`config.mk`:
```
export PLATFORM = sky130hd
export DESIGN_NAME = serial_core
export DESIGN_NICKNAME = d
export VERILOG_FILES = /design/src/serial_pkg.sv /design/src/serial_alu.sv /design/src/serial_bufreg.sv /design/src/serial_core.sv /design/src/serial_ctrl.sv /design/src/serial_decode.sv /design/src/serial_mem_if.sv /design/src/serial_regfile.sv /design/src/serial_state.sv
export SDC_FILE = /design/constraint.sdc
export NUM_CORES = 2
export LEC_CHECK = 0
export BUFFER_PORTS_ARGS = -buffer_cell sky130_fd_sc_hd__buf_4
export CORE_UTILIZATION = 63
export DETAILED_ROUTE_END_ITERATION = 8
export HOLD_SLACK_MARGIN = 0.02
export PLACE_DENSITY_LB_ADDON = 0.05
export SLEW_MARGIN = 20
export SYNTH_ARGS = -nofsm -noshare
export SYNTH_HDL_FRONTEND = slang
export SYNTH_SLANG_ARGS = --single-unit
```
`constraint.sdc`:
```
create_clock -name clk -period 19.9 [get_ports clk]
set_input_delay 3.98 -clock clk [delete_from_list [all_inputs] [get_ports clk]]
set_output_delay 3.98 -clock clk [all_outputs]
set_load 0.02 [all_outputs]
```
`src/serial_pkg.sv`:
```
`default_nettype none

package serial_pkg;

   localparam logic [31:0] RESET_PC = 32'h0000_0000;

   // Base opcodes of the supported subset
   localparam logic [6:0] OP_IMM    = 7'b0010011;
   localparam logic [6:0] OP_REG    = 7'b0110011;
   localparam logic [6:0] OP_LUI    = 7'b0110111;
   localparam logic [6:0] OP_JAL    = 7'b1101111;
   localparam logic [6:0] OP_BRANCH = 7'b1100011;
   localparam logic [6:0] OP_LOAD   = 7'b0000011;
   localparam logic [6:0] OP_STORE  = 7'b0100011;

   localparam logic [2:0] F3_ADD  = 3'b000;
   localparam logic [2:0] F3_XOR  = 3'b100;
   localparam logic [2:0] F3_OR   = 3'b110;
   localparam logic [2:0] F3_AND  = 3'b111;
   localparam logic [2:0] F3_BEQ  = 3'b000;
   localparam logic [2:0] F3_BNE  = 3'b001;
   localparam logic [2:0] F3_WORD = 3'b010;

   localparam logic [1:0] BOOL_XOR  = 2'b00;
   localparam logic [1:0] BOOL_OR   = 2'b01;
   localparam logic [1:0] BOOL_AND  = 2'b10;
   localparam logic [1:0] BOOL_PASS = 2'b11;

   localparam logic RD_SEL_ADD  = 1'b0;
   localparam logic RD_SEL_BOOL = 1'b1;

   localparam int CNT_W = 5;

endpackage

`default_nettype wire

```
`src/serial_alu.sv`:
```
`default_nettype none

module serial_alu (
   input  wire       clk,
   input  wire       i_rst_n,
   input  wire       i_en,
   input  wire       i_init,
   input  wire       i_rs1,
   input  wire       i_op_b,
   input  wire       i_sub,
   input  wire [1:0] i_bool_op,
   input  wire       i_rd_sel,
   output logic      o_rd,
   output logic      o_eq
);

   import serial_pkg::*;

   logic en_q;
   logic carry;
   logic cin;
   logic b;
   logic sum;
   logic bool_bit;

   // Carry is preset on the first bit of a subtract
   assign cin = en_q ? carry : i_sub;
   assign b   = i_op_b ^ i_sub;
   assign sum = i_rs1 ^ b ^ cin;

   always_comb begin
      case (i_bool_op)
         BOOL_XOR: bool_bit = i_rs1 ^ i_op_b;
         BOOL_OR:  bool_bit = i_rs1 | i_op_b;
         BOOL_AND: bool_bit = i_rs1 & i_op_b;
         default:  bool_bit = i_op_b;
      endcase
   end

   always_ff @(posedge clk) begin
      if (!i_rst_n) begin
         en_q  <= 1'b0;
         carry <= 1'b0;
         o_eq  <= 1'b0;
      end else begin
         en_q <= i_en;
         if (i_en) begin
            carry <= (i_rs1 & b) | (i_rs1 & cin) | (b & cin);
         end
         // Compare only in the address pass and hold the flag for the PC pass
         if (i_en && i_init) begin
            o_eq <= (o_eq || !en_q) && !(i_rs1 ^ i_op_b);
         end
      end
   end

   assign o_rd = (i_rd_sel == RD_SEL_BOOL) ? bool_bit : sum;

endmodule

`default_nettype wire

```
`src/serial_bufreg.sv`:
```
`default_nettype none

module serial_bufreg (
   input  wire                         clk,
   input  wire                         i_rst_n,
   input  wire                         i_en,
   input  wire                         i_rs1,
   input  wire                         i_imm,
   input  wire                         i_use_rs1,
   input  wire [serial_pkg::CNT_W-1:0] i_cnt,
   output logic                        o_q,
   output logic [31:0]                 o_adr
);

   logic [31:0] q;
   logic        carry;
   logic        cin;
   logic        a;
   logic        sum;

   // Branches only stage their offset here
   assign a   = i_use_rs1 && i_rs1;
   assign cin = (i_cnt == '0) ? 1'b0 : carry;
   assign sum = a ^ i_imm ^ cin;

   always_ff @(posedge clk) begin
      if (!i_rst_n) begin
         carry <= 1'b0;
      end else if (i_en) begin
         carry <= (a & i_imm) | (a & cin) | (i_imm & cin);
      end
   end

   always_ff @(posedge clk) begin
      if (i_en) begin
         q <= {sum, q[31:1]};
      end
   end

   assign o_q   = q[0];
   assign o_adr = {q[31:2], 2'b00};

endmodule

`default_nettype wire

```
`src/serial_core.sv`:
```
`default_nettype none

module serial_core (
   input  wire         clk,
   input  wire         i_rst_n,
   output logic [31:0] o_ibus_adr,
   output logic        o_ibus_cyc,
   input  wire [31:0]  i_ibus_rdt,
   input  wire         i_ibus_ack,
   output logic [31:0] o_dbus_adr,
   output logic [31:0] o_dbus_dat,
   output logic        o_dbus_we,
   output logic        o_dbus_cyc,
   input  wire [31:0]  i_dbus_rdt,
   input  wire         i_dbus_ack
);

   import serial_pkg::*;

   logic [CNT_W-1:0] cnt;
   logic             cnt_en;
   logic             cnt_done;
   logic             init;
   logic             pc_en;
   logic             rd_en_phase;

   logic [4:0]       rs1_addr;
   logic [4:0]       rs2_addr;
   logic [4:0]       rd_addr;
   logic             rd_write;
   logic             imm;
   logic             op_b_imm;
   logic             alu_sub;
   logic [1:0]       alu_bool_op;
   logic             alu_rd_sel;
   logic             mem_op;
   logic             branch_op;
   logic             take_branch;
   logic             jal;
   logic             alu_eq;

   logic             rs1;
   logic             rs2;
   logic             buf_q;
   logic             alu_rd;
   logic             ctrl_rd;
   logic             mem_rd;
   logic             rd;

   serial_state u_state (
      .clk           (clk),
      .i_rst_n       (i_rst_n),
      .i_ibus_ack    (i_ibus_ack),
      .i_dbus_ack    (i_dbus_ack),
      .i_mem_op      (mem_op),
      .i_branch_op   (branch_op),
      .o_ibus_cyc    (o_ibus_cyc),
      .o_dbus_cyc    (o_dbus_cyc),
      .o_init        (init),
      .o_cnt_en      (cnt_en),
      .o_cnt         (cnt),
      .o_cnt_done    (cnt_done),
      .o_pc_en       (pc_en),
      .o_rd_en_phase (rd_en_phase)
   );

   serial_decode u_decode (
      .clk           (clk),
      .i_ibus_ack    (i_ibus_ack),
      .i_ibus_rdt    (i_ibus_rdt),
      .i_cnt_en      (cnt_en),
      .i_cnt         (cnt),
      .i_alu_eq      (alu_eq),
      .o_rs1_addr    (rs1_addr),
      .o_rs2_addr    (rs2_addr),
      .o_rd_addr     (rd_addr),
      .o_rd_write    (rd_write),
      .o_imm         (imm),
      .o_op_b_imm    (op_b_imm),
      .o_sub         (alu_sub),
      .o_bool_op     (alu_bool_op),
      .o_rd_sel      (alu_rd_sel),
      .o_mem_op      (mem_op),
      .o_mem_we      (o_dbus_we),
      .o_branch_op   (branch_op),
      .o_take_branch (take_branch),
      .o_jal         (jal)
   );

   serial_bufreg u_bufreg (
      .clk       (clk),
      .i_rst_n   (i_rst_n),
      .i_en      (cnt_en),
      .i_rs1     (rs1),
      .i_imm     (imm),
      .i_use_rs1 (mem_op),
      .i_cnt     (cnt),
      .o_q       (buf_q),
      .o_adr     (o_dbus_adr)
   );

   serial_ctrl u_ctrl (
      .clk        (clk),
      .i_rst_n    (i_rst_n),
      .i_pc_en    (pc_en),
      .i_cnt_en   (cnt_en),
      .i_cnt_done (cnt_done),
      .i_jump     (jal | take_branch),
      .i_imm      (imm),
      .i_buf      (buf_q),
      .i_jal      (jal),
      .o_ibus_adr (o_ibus_adr),
      .o_rd       (ctrl_rd)
   );

   serial_alu u_alu (
      .clk       (clk),
      .i_rst_n   (i_rst_n),
      .i_en      (cnt_en),
      .i_init    (init),
      .i_rs1     (rs1),
      .i_op_b    (op_b_imm ? imm : rs2),
      .i_sub     (alu_sub),
      .i_bool_op (alu_bool_op),
      .i_rd_sel  (alu_rd_sel),
      .o_rd      (alu_rd),
      .o_eq      (alu_eq)
   );

   serial_regfile u_regfile (
      .clk        (clk),
      .i_cnt_en   (cnt_en),
      .i_cnt      (cnt),
      .i_rs1_addr (rs1_addr),
      .i_rs2_addr (rs2_addr),
      .i_rd_addr  (rd_addr),
      .i_rd_wen   (rd_write & rd_en_phase),
      .i_rd       (rd),
      .o_rs1      (rs1),
      .o_rs2      (rs2)
   );

   serial_mem_if u_mem_if (
      .clk        (clk),
      .i_en       (cnt_en),
      .i_dbus_ack (i_dbus_ack),
      .i_dbus_rdt (i_dbus_rdt),
      .i_rs2      (rs2),
      .o_dbus_dat (o_dbus_dat),
      .o_rd       (mem_rd)
   );

   // Link value, load data or ALU result
   assign rd = jal ? ctrl_rd : (mem_op ? mem_rd : alu_rd);

endmodule

`default_nettype wire

```
`src/serial_ctrl.sv`:
```
`default_nettype none

module serial_ctrl (
   input  wire         clk,
   input  wire         i_rst_n,
   input  wire         i_pc_en,
   input  wire         i_cnt_en,
   input  wire         i_cnt_done,
   input  wire         i_jump,
   input  wire         i_imm,
   input  wire         i_buf,
   input  wire         i_jal,
   output logic [31:0] o_ibus_adr,
   output logic        o_rd
);

   import serial_pkg::*;

   logic [31:0] pc;
   // Marks bit 2 for the +4 addend
   logic [2:0]  four_sh;
   logic        c4;
   logic        cj;
   logic        off;
   logic        sum4;
   logic        sumj;
   logic        new_bit;

   assign off  = i_jal ? i_imm : i_buf;
   assign sum4 = pc[0] ^ four_sh[0] ^ c4;
   assign sumj = pc[0] ^ off ^ cj;

   assign new_bit = i_jump ? sumj : sum4;

   always_ff @(posedge clk) begin
      if (!i_rst_n) begin
         pc      <= RESET_PC;
         four_sh <= 3'b100;
         c4      <= 1'b0;
         cj      <= 1'b0;
      end else if (i_cnt_en) begin
         // PC rotates back into place when it is not updated
         pc      <= {i_pc_en ? new_bit : pc[0], pc[31:1]};
         four_sh <= i_cnt_done ? 3'b100 : {1'b0, four_sh[2:1]};
         if (i_cnt_done) begin
            c4 <= 1'b0;
            cj <= 1'b0;
         end else if (i_pc_en) begin
            c4 <= pc[0] & four_sh[0] | c4 & (pc[0] ^ four_sh[0]);
            cj <= pc[0] & off | cj & (pc[0] ^ off);
         end
      end
   end

   assign o_ibus_adr = pc;
   // Link value for JAL
   assign o_rd       = sum4;

endmodule

`default_nettype wire

```
`src/serial_decode.sv`:
```
`default_nettype none

module serial_decode (
   input  wire                          clk,
   input  wire                          i_ibus_ack,
   input  wire [31:0]                   i_ibus_rdt,
   input  wire                          i_cnt_en,
   input  wire [serial_pkg::CNT_W-1:0]  i_cnt,
   input  wire                          i_alu_eq,
   output logic [4:0]                   o_rs1_addr,
   output logic [4:0]                   o_rs2_addr,
   output logic [4:0]                   o_rd_addr,
   output logic                         o_rd_write,
   output logic                         o_imm,
   output logic                         o_op_b_imm,
   output logic                         o_sub,
   output logic [1:0]                   o_bool_op,
   output logic                         o_rd_sel,
   output logic                         o_mem_op,
   output logic                         o_mem_we,
   output logic                         o_branch_op,
   output logic                         o_take_branch,
   output logic                         o_jal
);

   import serial_pkg::*;

   logic [31:0] ir;
   logic [6:0]  opcode;
   logic [2:0]  funct3;
   logic        is_lui;
   logic        imm_bit;

   always_ff @(posedge clk) begin
      if (i_ibus_ack) begin
         ir <= i_ibus_rdt;
      end
   end

   assign opcode = ir[6:0];
   assign funct3 = ir[14:12];

   assign o_rs1_addr = ir[19:15];
   assign o_rs2_addr = ir[24:20];
   assign o_rd_addr  = ir[11:7];

   assign is_lui      = (opcode == OP_LUI);
   assign o_jal       = (opcode == OP_JAL);
   assign o_branch_op = (opcode == OP_BRANCH);
   assign o_mem_op    = ((opcode == OP_LOAD) || (opcode == OP_STORE)) && (funct3 == F3_WORD);
   assign o_mem_we    = (opcode == OP_STORE);

   assign o_rd_write = ((opcode == OP_IMM) || (opcode == OP_REG) || is_lui || o_jal ||
                        (opcode == OP_LOAD)) && (o_rd_addr != 5'd0);

   assign o_op_b_imm = (opcode != OP_REG) && !o_branch_op;
   assign o_sub      = (opcode == OP_REG) && ir[30];

   always_comb begin
      if (is_lui) begin
         o_bool_op = BOOL_PASS;
      end else begin
         case (funct3)
            F3_OR:   o_bool_op = BOOL_OR;
            F3_AND:  o_bool_op = BOOL_AND;
            default: o_bool_op = BOOL_XOR;
         endcase
      end
   end

   assign o_rd_sel = (is_lui || (funct3 != F3_ADD)) ? RD_SEL_BOOL : RD_SEL_ADD;

   assign o_take_branch = o_branch_op && (((funct3 == F3_BEQ) && i_alu_eq) ||
                                          ((funct3 == F3_BNE) && !i_alu_eq));

   // Immediate bit for the current count with the sign bit above the field
   always_comb begin
      imm_bit = 1'b0;
      case (opcode)
         OP_STORE: begin
            if (i_cnt < 5)
               imm_bit = ir[7 + i_cnt];
            else if (i_cnt < 11)
               imm_bit = ir[20 + i_cnt];
            else
               imm_bit = ir[31];
         end
         OP_BRANCH: begin
            if (i_cnt == 0)
               imm_bit = 1'b0;
            else if (i_cnt < 5)
               imm_bit = ir[7 + i_cnt];
            else if (i_cnt < 11)
               imm_bit = ir[20 + i_cnt];
            else if (i_cnt == 11)
               imm_bit = ir[7];
            else
               imm_bit = ir[31];
         end
         OP_LUI: begin
            if (i_cnt >= 12)
               imm_bit = ir[i_cnt];
         end
         OP_JAL: begin
            if (i_cnt == 0)
               imm_bit = 1'b0;
            else if (i_cnt < 11)
               imm_bit = ir[20 + i_cnt];
            else if (i_cnt == 11)
               imm_bit = ir[20];
            else if (i_cnt < 20)
               imm_bit = ir[i_cnt];
            else
               imm_bit = ir[31];
         end
         default: begin
            if (i_cnt < 11)
               imm_bit = ir[20 + i_cnt];
            else
               imm_bit = ir[31];
         end
      endcase
   end

   assign o_imm = i_cnt_en && imm_bit;

endmodule

`default_nettype wire

```
`src/serial_mem_if.sv`:
```
`default_nettype none

module serial_mem_if (
   input  wire         clk,
   input  wire         i_en,
   input  wire         i_dbus_ack,
   input  wire [31:0]  i_dbus_rdt,
   input  wire         i_rs2,
   output logic [31:0] o_dbus_dat,
   output logic        o_rd
);

   logic [31:0] dat;

   // One register serves store data and load data
   always_ff @(posedge clk) begin
      if (i_dbus_ack) begin
         dat <= i_dbus_rdt;
      end else if (i_en) begin
         dat <= {i_rs2, dat[31:1]};
      end
   end

   assign o_dbus_dat = dat;
   assign o_rd       = dat[0];

endmodule

`default_nettype wire

```
`src/serial_regfile.sv`:
```
`default_nettype none

module serial_regfile (
   input  wire                         clk,
   input  wire                         i_cnt_en,
   input  wire [serial_pkg::CNT_W-1:0] i_cnt,
   input  wire [4:0]                   i_rs1_addr,
   input  wire [4:0]                   i_rs2_addr,
   input  wire [4:0]                   i_rd_addr,
   input  wire                         i_rd_wen,
   input  wire                         i_rd,
   output logic                        o_rs1,
   output logic                        o_rs2
);

   logic [31:0] regs [0:31];

   always_ff @(posedge clk) begin
      if (i_cnt_en && i_rd_wen && (i_rd_addr != 5'd0)) begin
         regs[i_rd_addr][i_cnt] <= i_rd;
      end
   end

   assign o_rs1 = (i_rs1_addr == 5'd0) ? 1'b0 : regs[i_rs1_addr][i_cnt];
   assign o_rs2 = (i_rs2_addr == 5'd0) ? 1'b0 : regs[i_rs2_addr][i_cnt];

endmodule

`default_nettype wire

```
`src/serial_state.sv`:
```
`default_nettype none

module serial_state (
   input  wire                          clk,
   input  wire                          i_rst_n,
   input  wire                          i_ibus_ack,
   input  wire                          i_dbus_ack,
   input  wire                          i_mem_op,
   input  wire                          i_branch_op,
   output logic                         o_ibus_cyc,
   output logic                         o_dbus_cyc,
   output logic                         o_init,
   output logic                         o_cnt_en,
   output logic [serial_pkg::CNT_W-1:0] o_cnt,
   output logic                         o_cnt_done,
   output logic                         o_pc_en,
   output logic                         o_rd_en_phase
);

   import serial_pkg::*;

   typedef enum logic [1:0] {
      PH_FETCH,
      PH_READ,
      PH_RUN,
      PH_DBUS
   } phase_t;

   phase_t phase;
   // Set for the second pass of branches and memory ops
   logic   pass2;

   always_ff @(posedge clk) begin
      if (!i_rst_n) begin
         phase <= PH_FETCH;
         o_cnt <= '0;
         pass2 <= 1'b0;
      end else begin
         case (phase)
            PH_FETCH: begin
               if (i_ibus_ack) begin
                  phase <= PH_READ;
               end
            end
            PH_READ: begin
               phase <= PH_RUN;
            end
            PH_RUN: begin
               o_cnt <= o_cnt + 1'b1;
               if (o_cnt_done) begin
                  if (i_mem_op && !pass2) begin
                     phase <= PH_DBUS;
                  end else if (i_branch_op && !pass2) begin
                     phase <= PH_READ;
                     pass2 <= 1'b1;
                  end else begin
                     phase <= PH_FETCH;
                     pass2 <= 1'b0;
                  end
               end
            end
            default: begin
               // Load data or store completion, then the write-back pass
               if (i_dbus_ack) begin
                  phase <= PH_READ;
                  pass2 <= 1'b1;
               end
            end
         endcase
      end
   end

   assign o_ibus_cyc    = (phase == PH_FETCH);
   assign o_dbus_cyc    = (phase == PH_DBUS);
   assign o_cnt_en      = (phase == PH_RUN);
   assign o_cnt_done    = o_cnt_en && (o_cnt == CNT_W'(31));
   assign o_init        = o_cnt_en && !pass2 && (i_mem_op || i_branch_op);
   // Branches move the PC only once the compare is known
   assign o_pc_en       = o_cnt_en && (i_branch_op ? pass2 : !pass2);
   assign o_rd_en_phase = o_cnt_en && !o_init;

endmodule

`default_nettype wire

```
==> flow_metrics.tcl <==
set metrics [dict create \
    status "finished, final reports clean" \
    viasPerCell 7.371 \
    path_delay_family "buffers and inverters" \
    fin_crit_ns 10.40 \
    ios 167 \
    seqPwrFrac 0.480 \
    dieArea_sq_um 95650 \
    die_w_um 309.3 \
    dpl.hpwl_mm 99.09 \
    track_usage 0.3910 \
    crit_buf_inv 6 \
    ys_warn_count 0 \
    root_buffer "clkbuf_16" \
    clock-sinks 1179 \
    clk_pin_slew_ns 0.06 \
    cts_made_buffers 130 \
    clk_latency_ns 0.76 \
    power_frac_comb 0.134 \
    syn_area_per_cell_sq_um 14.63 \
    worst_pin_slew_ns 1.227 \
    p_int_mw 4.613 \
    pre_cts_ws_ns 9.713 \
    layout.nets 4095 \
    path_cells "buf_4 -> buf_12 -> mux4_2 -> mux4_2 -> a22oi_1 -> a21oi_1 -> nor4_1 -> o22ai_1 -> or3_4 -> nand2_1 -> fa_1 -> a21oi_1 -> o21ai_0 -> nand3_1 -> o21ai_0 -> nand2_1 -> o221a_4 -> buf_12 -> buf_12 -> buf_16 -> buf_4" \
    rows 112 \
    drive_above_1_share 0.2678 \
    first_pass_iters 6 \
    synth_edf_count 1120 \
    cts_tree "yes" \
    setup_viol 0 \
    start_kind "register" \
    pwr-share-clk 0.387 \
    crit_type "register to register" \
    cp_data_arrival_time_ns 10.79 \
    clockBufferDepth 3 \
    cp-end-kind "register" \
    max_clock_freq_ghz 0.09615 \
    synth_area_sq_um 59490 \
    finalMaxSlewViolations 0 \
    swShare 0.2519 \
    cts.repair.resized 0 \
    routed_wl_mm 185.7 \
    hold_path.class "register to register" \
    yosys.cell_types.count 67 \
    gp_congestion 0.9099 \
    synthFlopType "edfxtp_1" \
    ys_seq_elements 1179 \
    path_max_fanout 280 \
    die_y_um 309.3 \
    clock_skew_ns 0.02840 \
    wl_per_cell_um 34.55 \
    io_buffers 164 \
    grt_pass1_wl_mm 261.5 \
    area_growth_pct 9.955 \
    cp.required_ns 20.29 \
    critPathMostFrequentCell "buf_12" \
    power_switching_mw 1.553 \
    antenna_found_initial 5 \
    setup_ws_ns 9.500 \
    slew_headroom 0.1818 \
    fin_area_sq_um 65410 \
    grt_setup_unrepaired "no" \
    ant_nets 0 \
    ys_async_sr_fraction 0 \
    start_util 0.6364 \
    ir_drop_mv 0.08162 \
    leakage_nw 20.44 \
    grt-ovfl-total 0 \
    dr.first_iter.drc_count 6699 \
    num_vias 39607 \
    cpMaxStageDelayCell "buf_4" \
    grt_pass1_vias 38485 \
    critPathMaxStageDelay_ns 0.92 \
    power_density_nw_per_um2 94.28 \
    tns_ns 0 \
    remaining_drc_errors 0 \
    placed_area_sq_um 61150 \
    synth-seq-area-share 0.5852 \
    cts_hold_buffers 0 \
    hold_violations 0 \
    fp.coreArea_sq_um 93470 \
    synthesis.instances 4065 \
    fin_crit_sh 0.5226 \
    grt_max_degree 322 \
    postCtsSetupBuffers 0 \
    cts.htree.levels 4 \
    drv_cap 0 \
]
## sequential cells by signal (all words and copies together) (netlist names), named ones only
name and cells:
u_bufreg.carry 1, u_ctrl.o_ibus_adr 32, u_decode.ir 32, u_ctrl.cj 1, u_state.pass2 1, u_alu.en_q 1, u_ctrl.c4 1, u_alu.carry 1
u_bufreg.q 32, u_mem_if.o_dbus_dat 32, u_alu.o_eq 1, u_regfile.regs 1024, u_ctrl.four_sh 3, u_state.phase 2, u_state.o_cnt 5
## power groups by stage
stage / clock, mW / combinational [mW] / sequential (mW)
floorplan: 0 / 0.553 / 3.07
global placement: 0 / 0.778 / 3.01
detailed placement: 0 / 0.799 / 3.01
CTS: 2.38 / 0.802 / 2.96
global route: 2.48 / 0.853 / 2.96
finish: 2.38 / 0.824 / 2.96
## stage by stage
| stage | util | hold slack, ns | total power, mW | instances |
|---|---|---|---|---|
| CTS | 0.6989 | 0.4332 | 6.143 | 5365 |
| detailed placement | 0.6542 | 0.4055 | 3.809 | 5128 |
| floorplan | - | 0.4003 | 3.621 | 4098 |
| global route | 0.6996 | 0.4427 | 6.290 | 5366 |
| global placement | 0.6542 | 0.4249 | 3.784 | 5128 |
| finish | 0.6998 | 0.4272 | 6.167 | 5373 |
## final timing paths
| path | startpoint | endpoint | slack [ns] | cells past startpoint |
|---|---|---|---|---|
| max reg2reg | register | u_regfile.regs[17][12] | 9.50 | 21 |
| min | u_bufreg.q[1] | u_bufreg.q[0] | 0.43 | 0 |
| max | register | u_regfile.regs[17][12] | 9.50 | 21 |
| min reg2reg | u_bufreg.q[1] | u_bufreg.q[0] | 0.43 | 0 |
## worst register-to-register path, delay by kind of cell, from the launching register on
kind | cells | cell delay, ns
adder cells (fa/ha/maj) | 1 | 0.42
AO/OA/AOI/OAI | 7 | 1.61
flip-flops | 1 | 0.87
buffers and inverters | 6 | 4.35
multiplexers | 2 | 1.25
AND/OR/NAND/NOR | 5 | 1.44
## cells by family (layout without fill, tap and decap cells)
kind of cell | count (synthesis) | count (layout) | share of synthesized area
fa+ha+maj | 20 | 20 | 0.004712
simple gates | 1388 | 1388 | 0.09328
flops | 1179 | 1179 | 0.5852
buf+inv | 463 | 477 | 0.03639
xor+xnor | 9 | 9 | 0.001325
other cells | 1 | 41 | 0.00006304
mux | 749 | 749 | 0.2491
compound gates | 256 | 256 | 0.02987
## synthesized netlist by cell type (5+ instances only)
| cell | n | area, sq um |
|---|---|---|
| a31oi_1 | 11 | 68.82 |
| nand2_1 | 165 | 619.3 |
| buf_6 | 13 | 146.4 |
| buf_1 | 20 | 75.07 |
| buf_4 | 60 | 450.4 |
| nor2_1 | 1082 | 4061 |
| a21oi_1 | 44 | 220.2 |
| xnor2_1 | 6 | 52.55 |
| o211ai_1 | 8 | 60.06 |
| a221oi_1 | 16 | 140.1 |
| a32oi_1 | 6 | 52.55 |
| nand3_1 | 39 | 195.2 |
| mux2_2 | 52 | 585.6 |
| o221ai_1 | 12 | 105.1 |
| nor2b_1 | 13 | 81.33 |
| and3b_1 | 8 | 70.07 |
| clkbuf_1 | 297 | 1115 |
| o21ai_0 | 38 | 190.2 |
| a211oi_1 | 11 | 82.58 |
| nand4_1 | 7 | 43.79 |
| edfxtp_1 | 1120 | 33630 |
| buf_2 | 47 | 235.2 |
| mux2i_1 | 117 | 1171 |
| o22ai_1 | 17 | 106.4 |
| a2111oi_0 | 8 | 70.07 |
| a22oi_1 | 51 | 382.9 |
| mux4_2 | 580 | 13060 |
| inv_1 | 17 | 63.81 |
| nor3b_1 | 5 | 37.54 |
| ha_1 | 16 | 200.2 |
| and2_1 | 13 | 81.33 |
| nand2b_1 | 10 | 62.56 |
| nor3_1 | 19 | 95.09 |
| dfxtp_1 | 59 | 1181 |
| a22o_1 | 11 | 96.34 |
## cell usage in the layout (no fill, tap or decap), types with 15 or more instances in the layout
cell type,synthesis,final
mux2i_1,117,117
clkinv_2,0,19
nand2_4,0,31
clkbuf_1,297,24
nand2_1,165,131
ha_1,16,15
o22ai_1,17,17
nor3_1,19,18
nor2_1,1082,1078
nand3_1,39,39
a21oi_1,44,44
a221oi_1,16,16
clkbuf_16,0,138
dfxtp_1,59,49
buf_4,60,208
conb_1,1,34
a22oi_1,51,51
clkinv_1,4,36
edfxtp_1,1120,1120
inv_1,17,17
mux2_2,52,52
o21ai_0,38,38
mux4_2,580,580
## cell type report
class	instances	area [sq um]
Sequential cell	1179	34840
Antenna cell	7	17.52
Fill cell	6216	28060
Multi-Input combinational cell	2456	22950
Inverter	22	82.58
Clock inverter	74	623.1
Clock buffer	163	3557
Timing Repair Buffer	218	1760
Tap cell	1254	1569
## routing by layer
layer | wire [um] | up-vias | global-route usage
met1 | 62910 | 20117 | 0.5228
met5 | 48 | - | 0
met3 | 27610 | 649 | 0.1195
met2 | 83980 | 3393 | 0.5795
li1 | - | 15440 | -
met4 | 11120 | 8 | 0.2162
No activity file was read; power rests on OpenSTA's default activity.
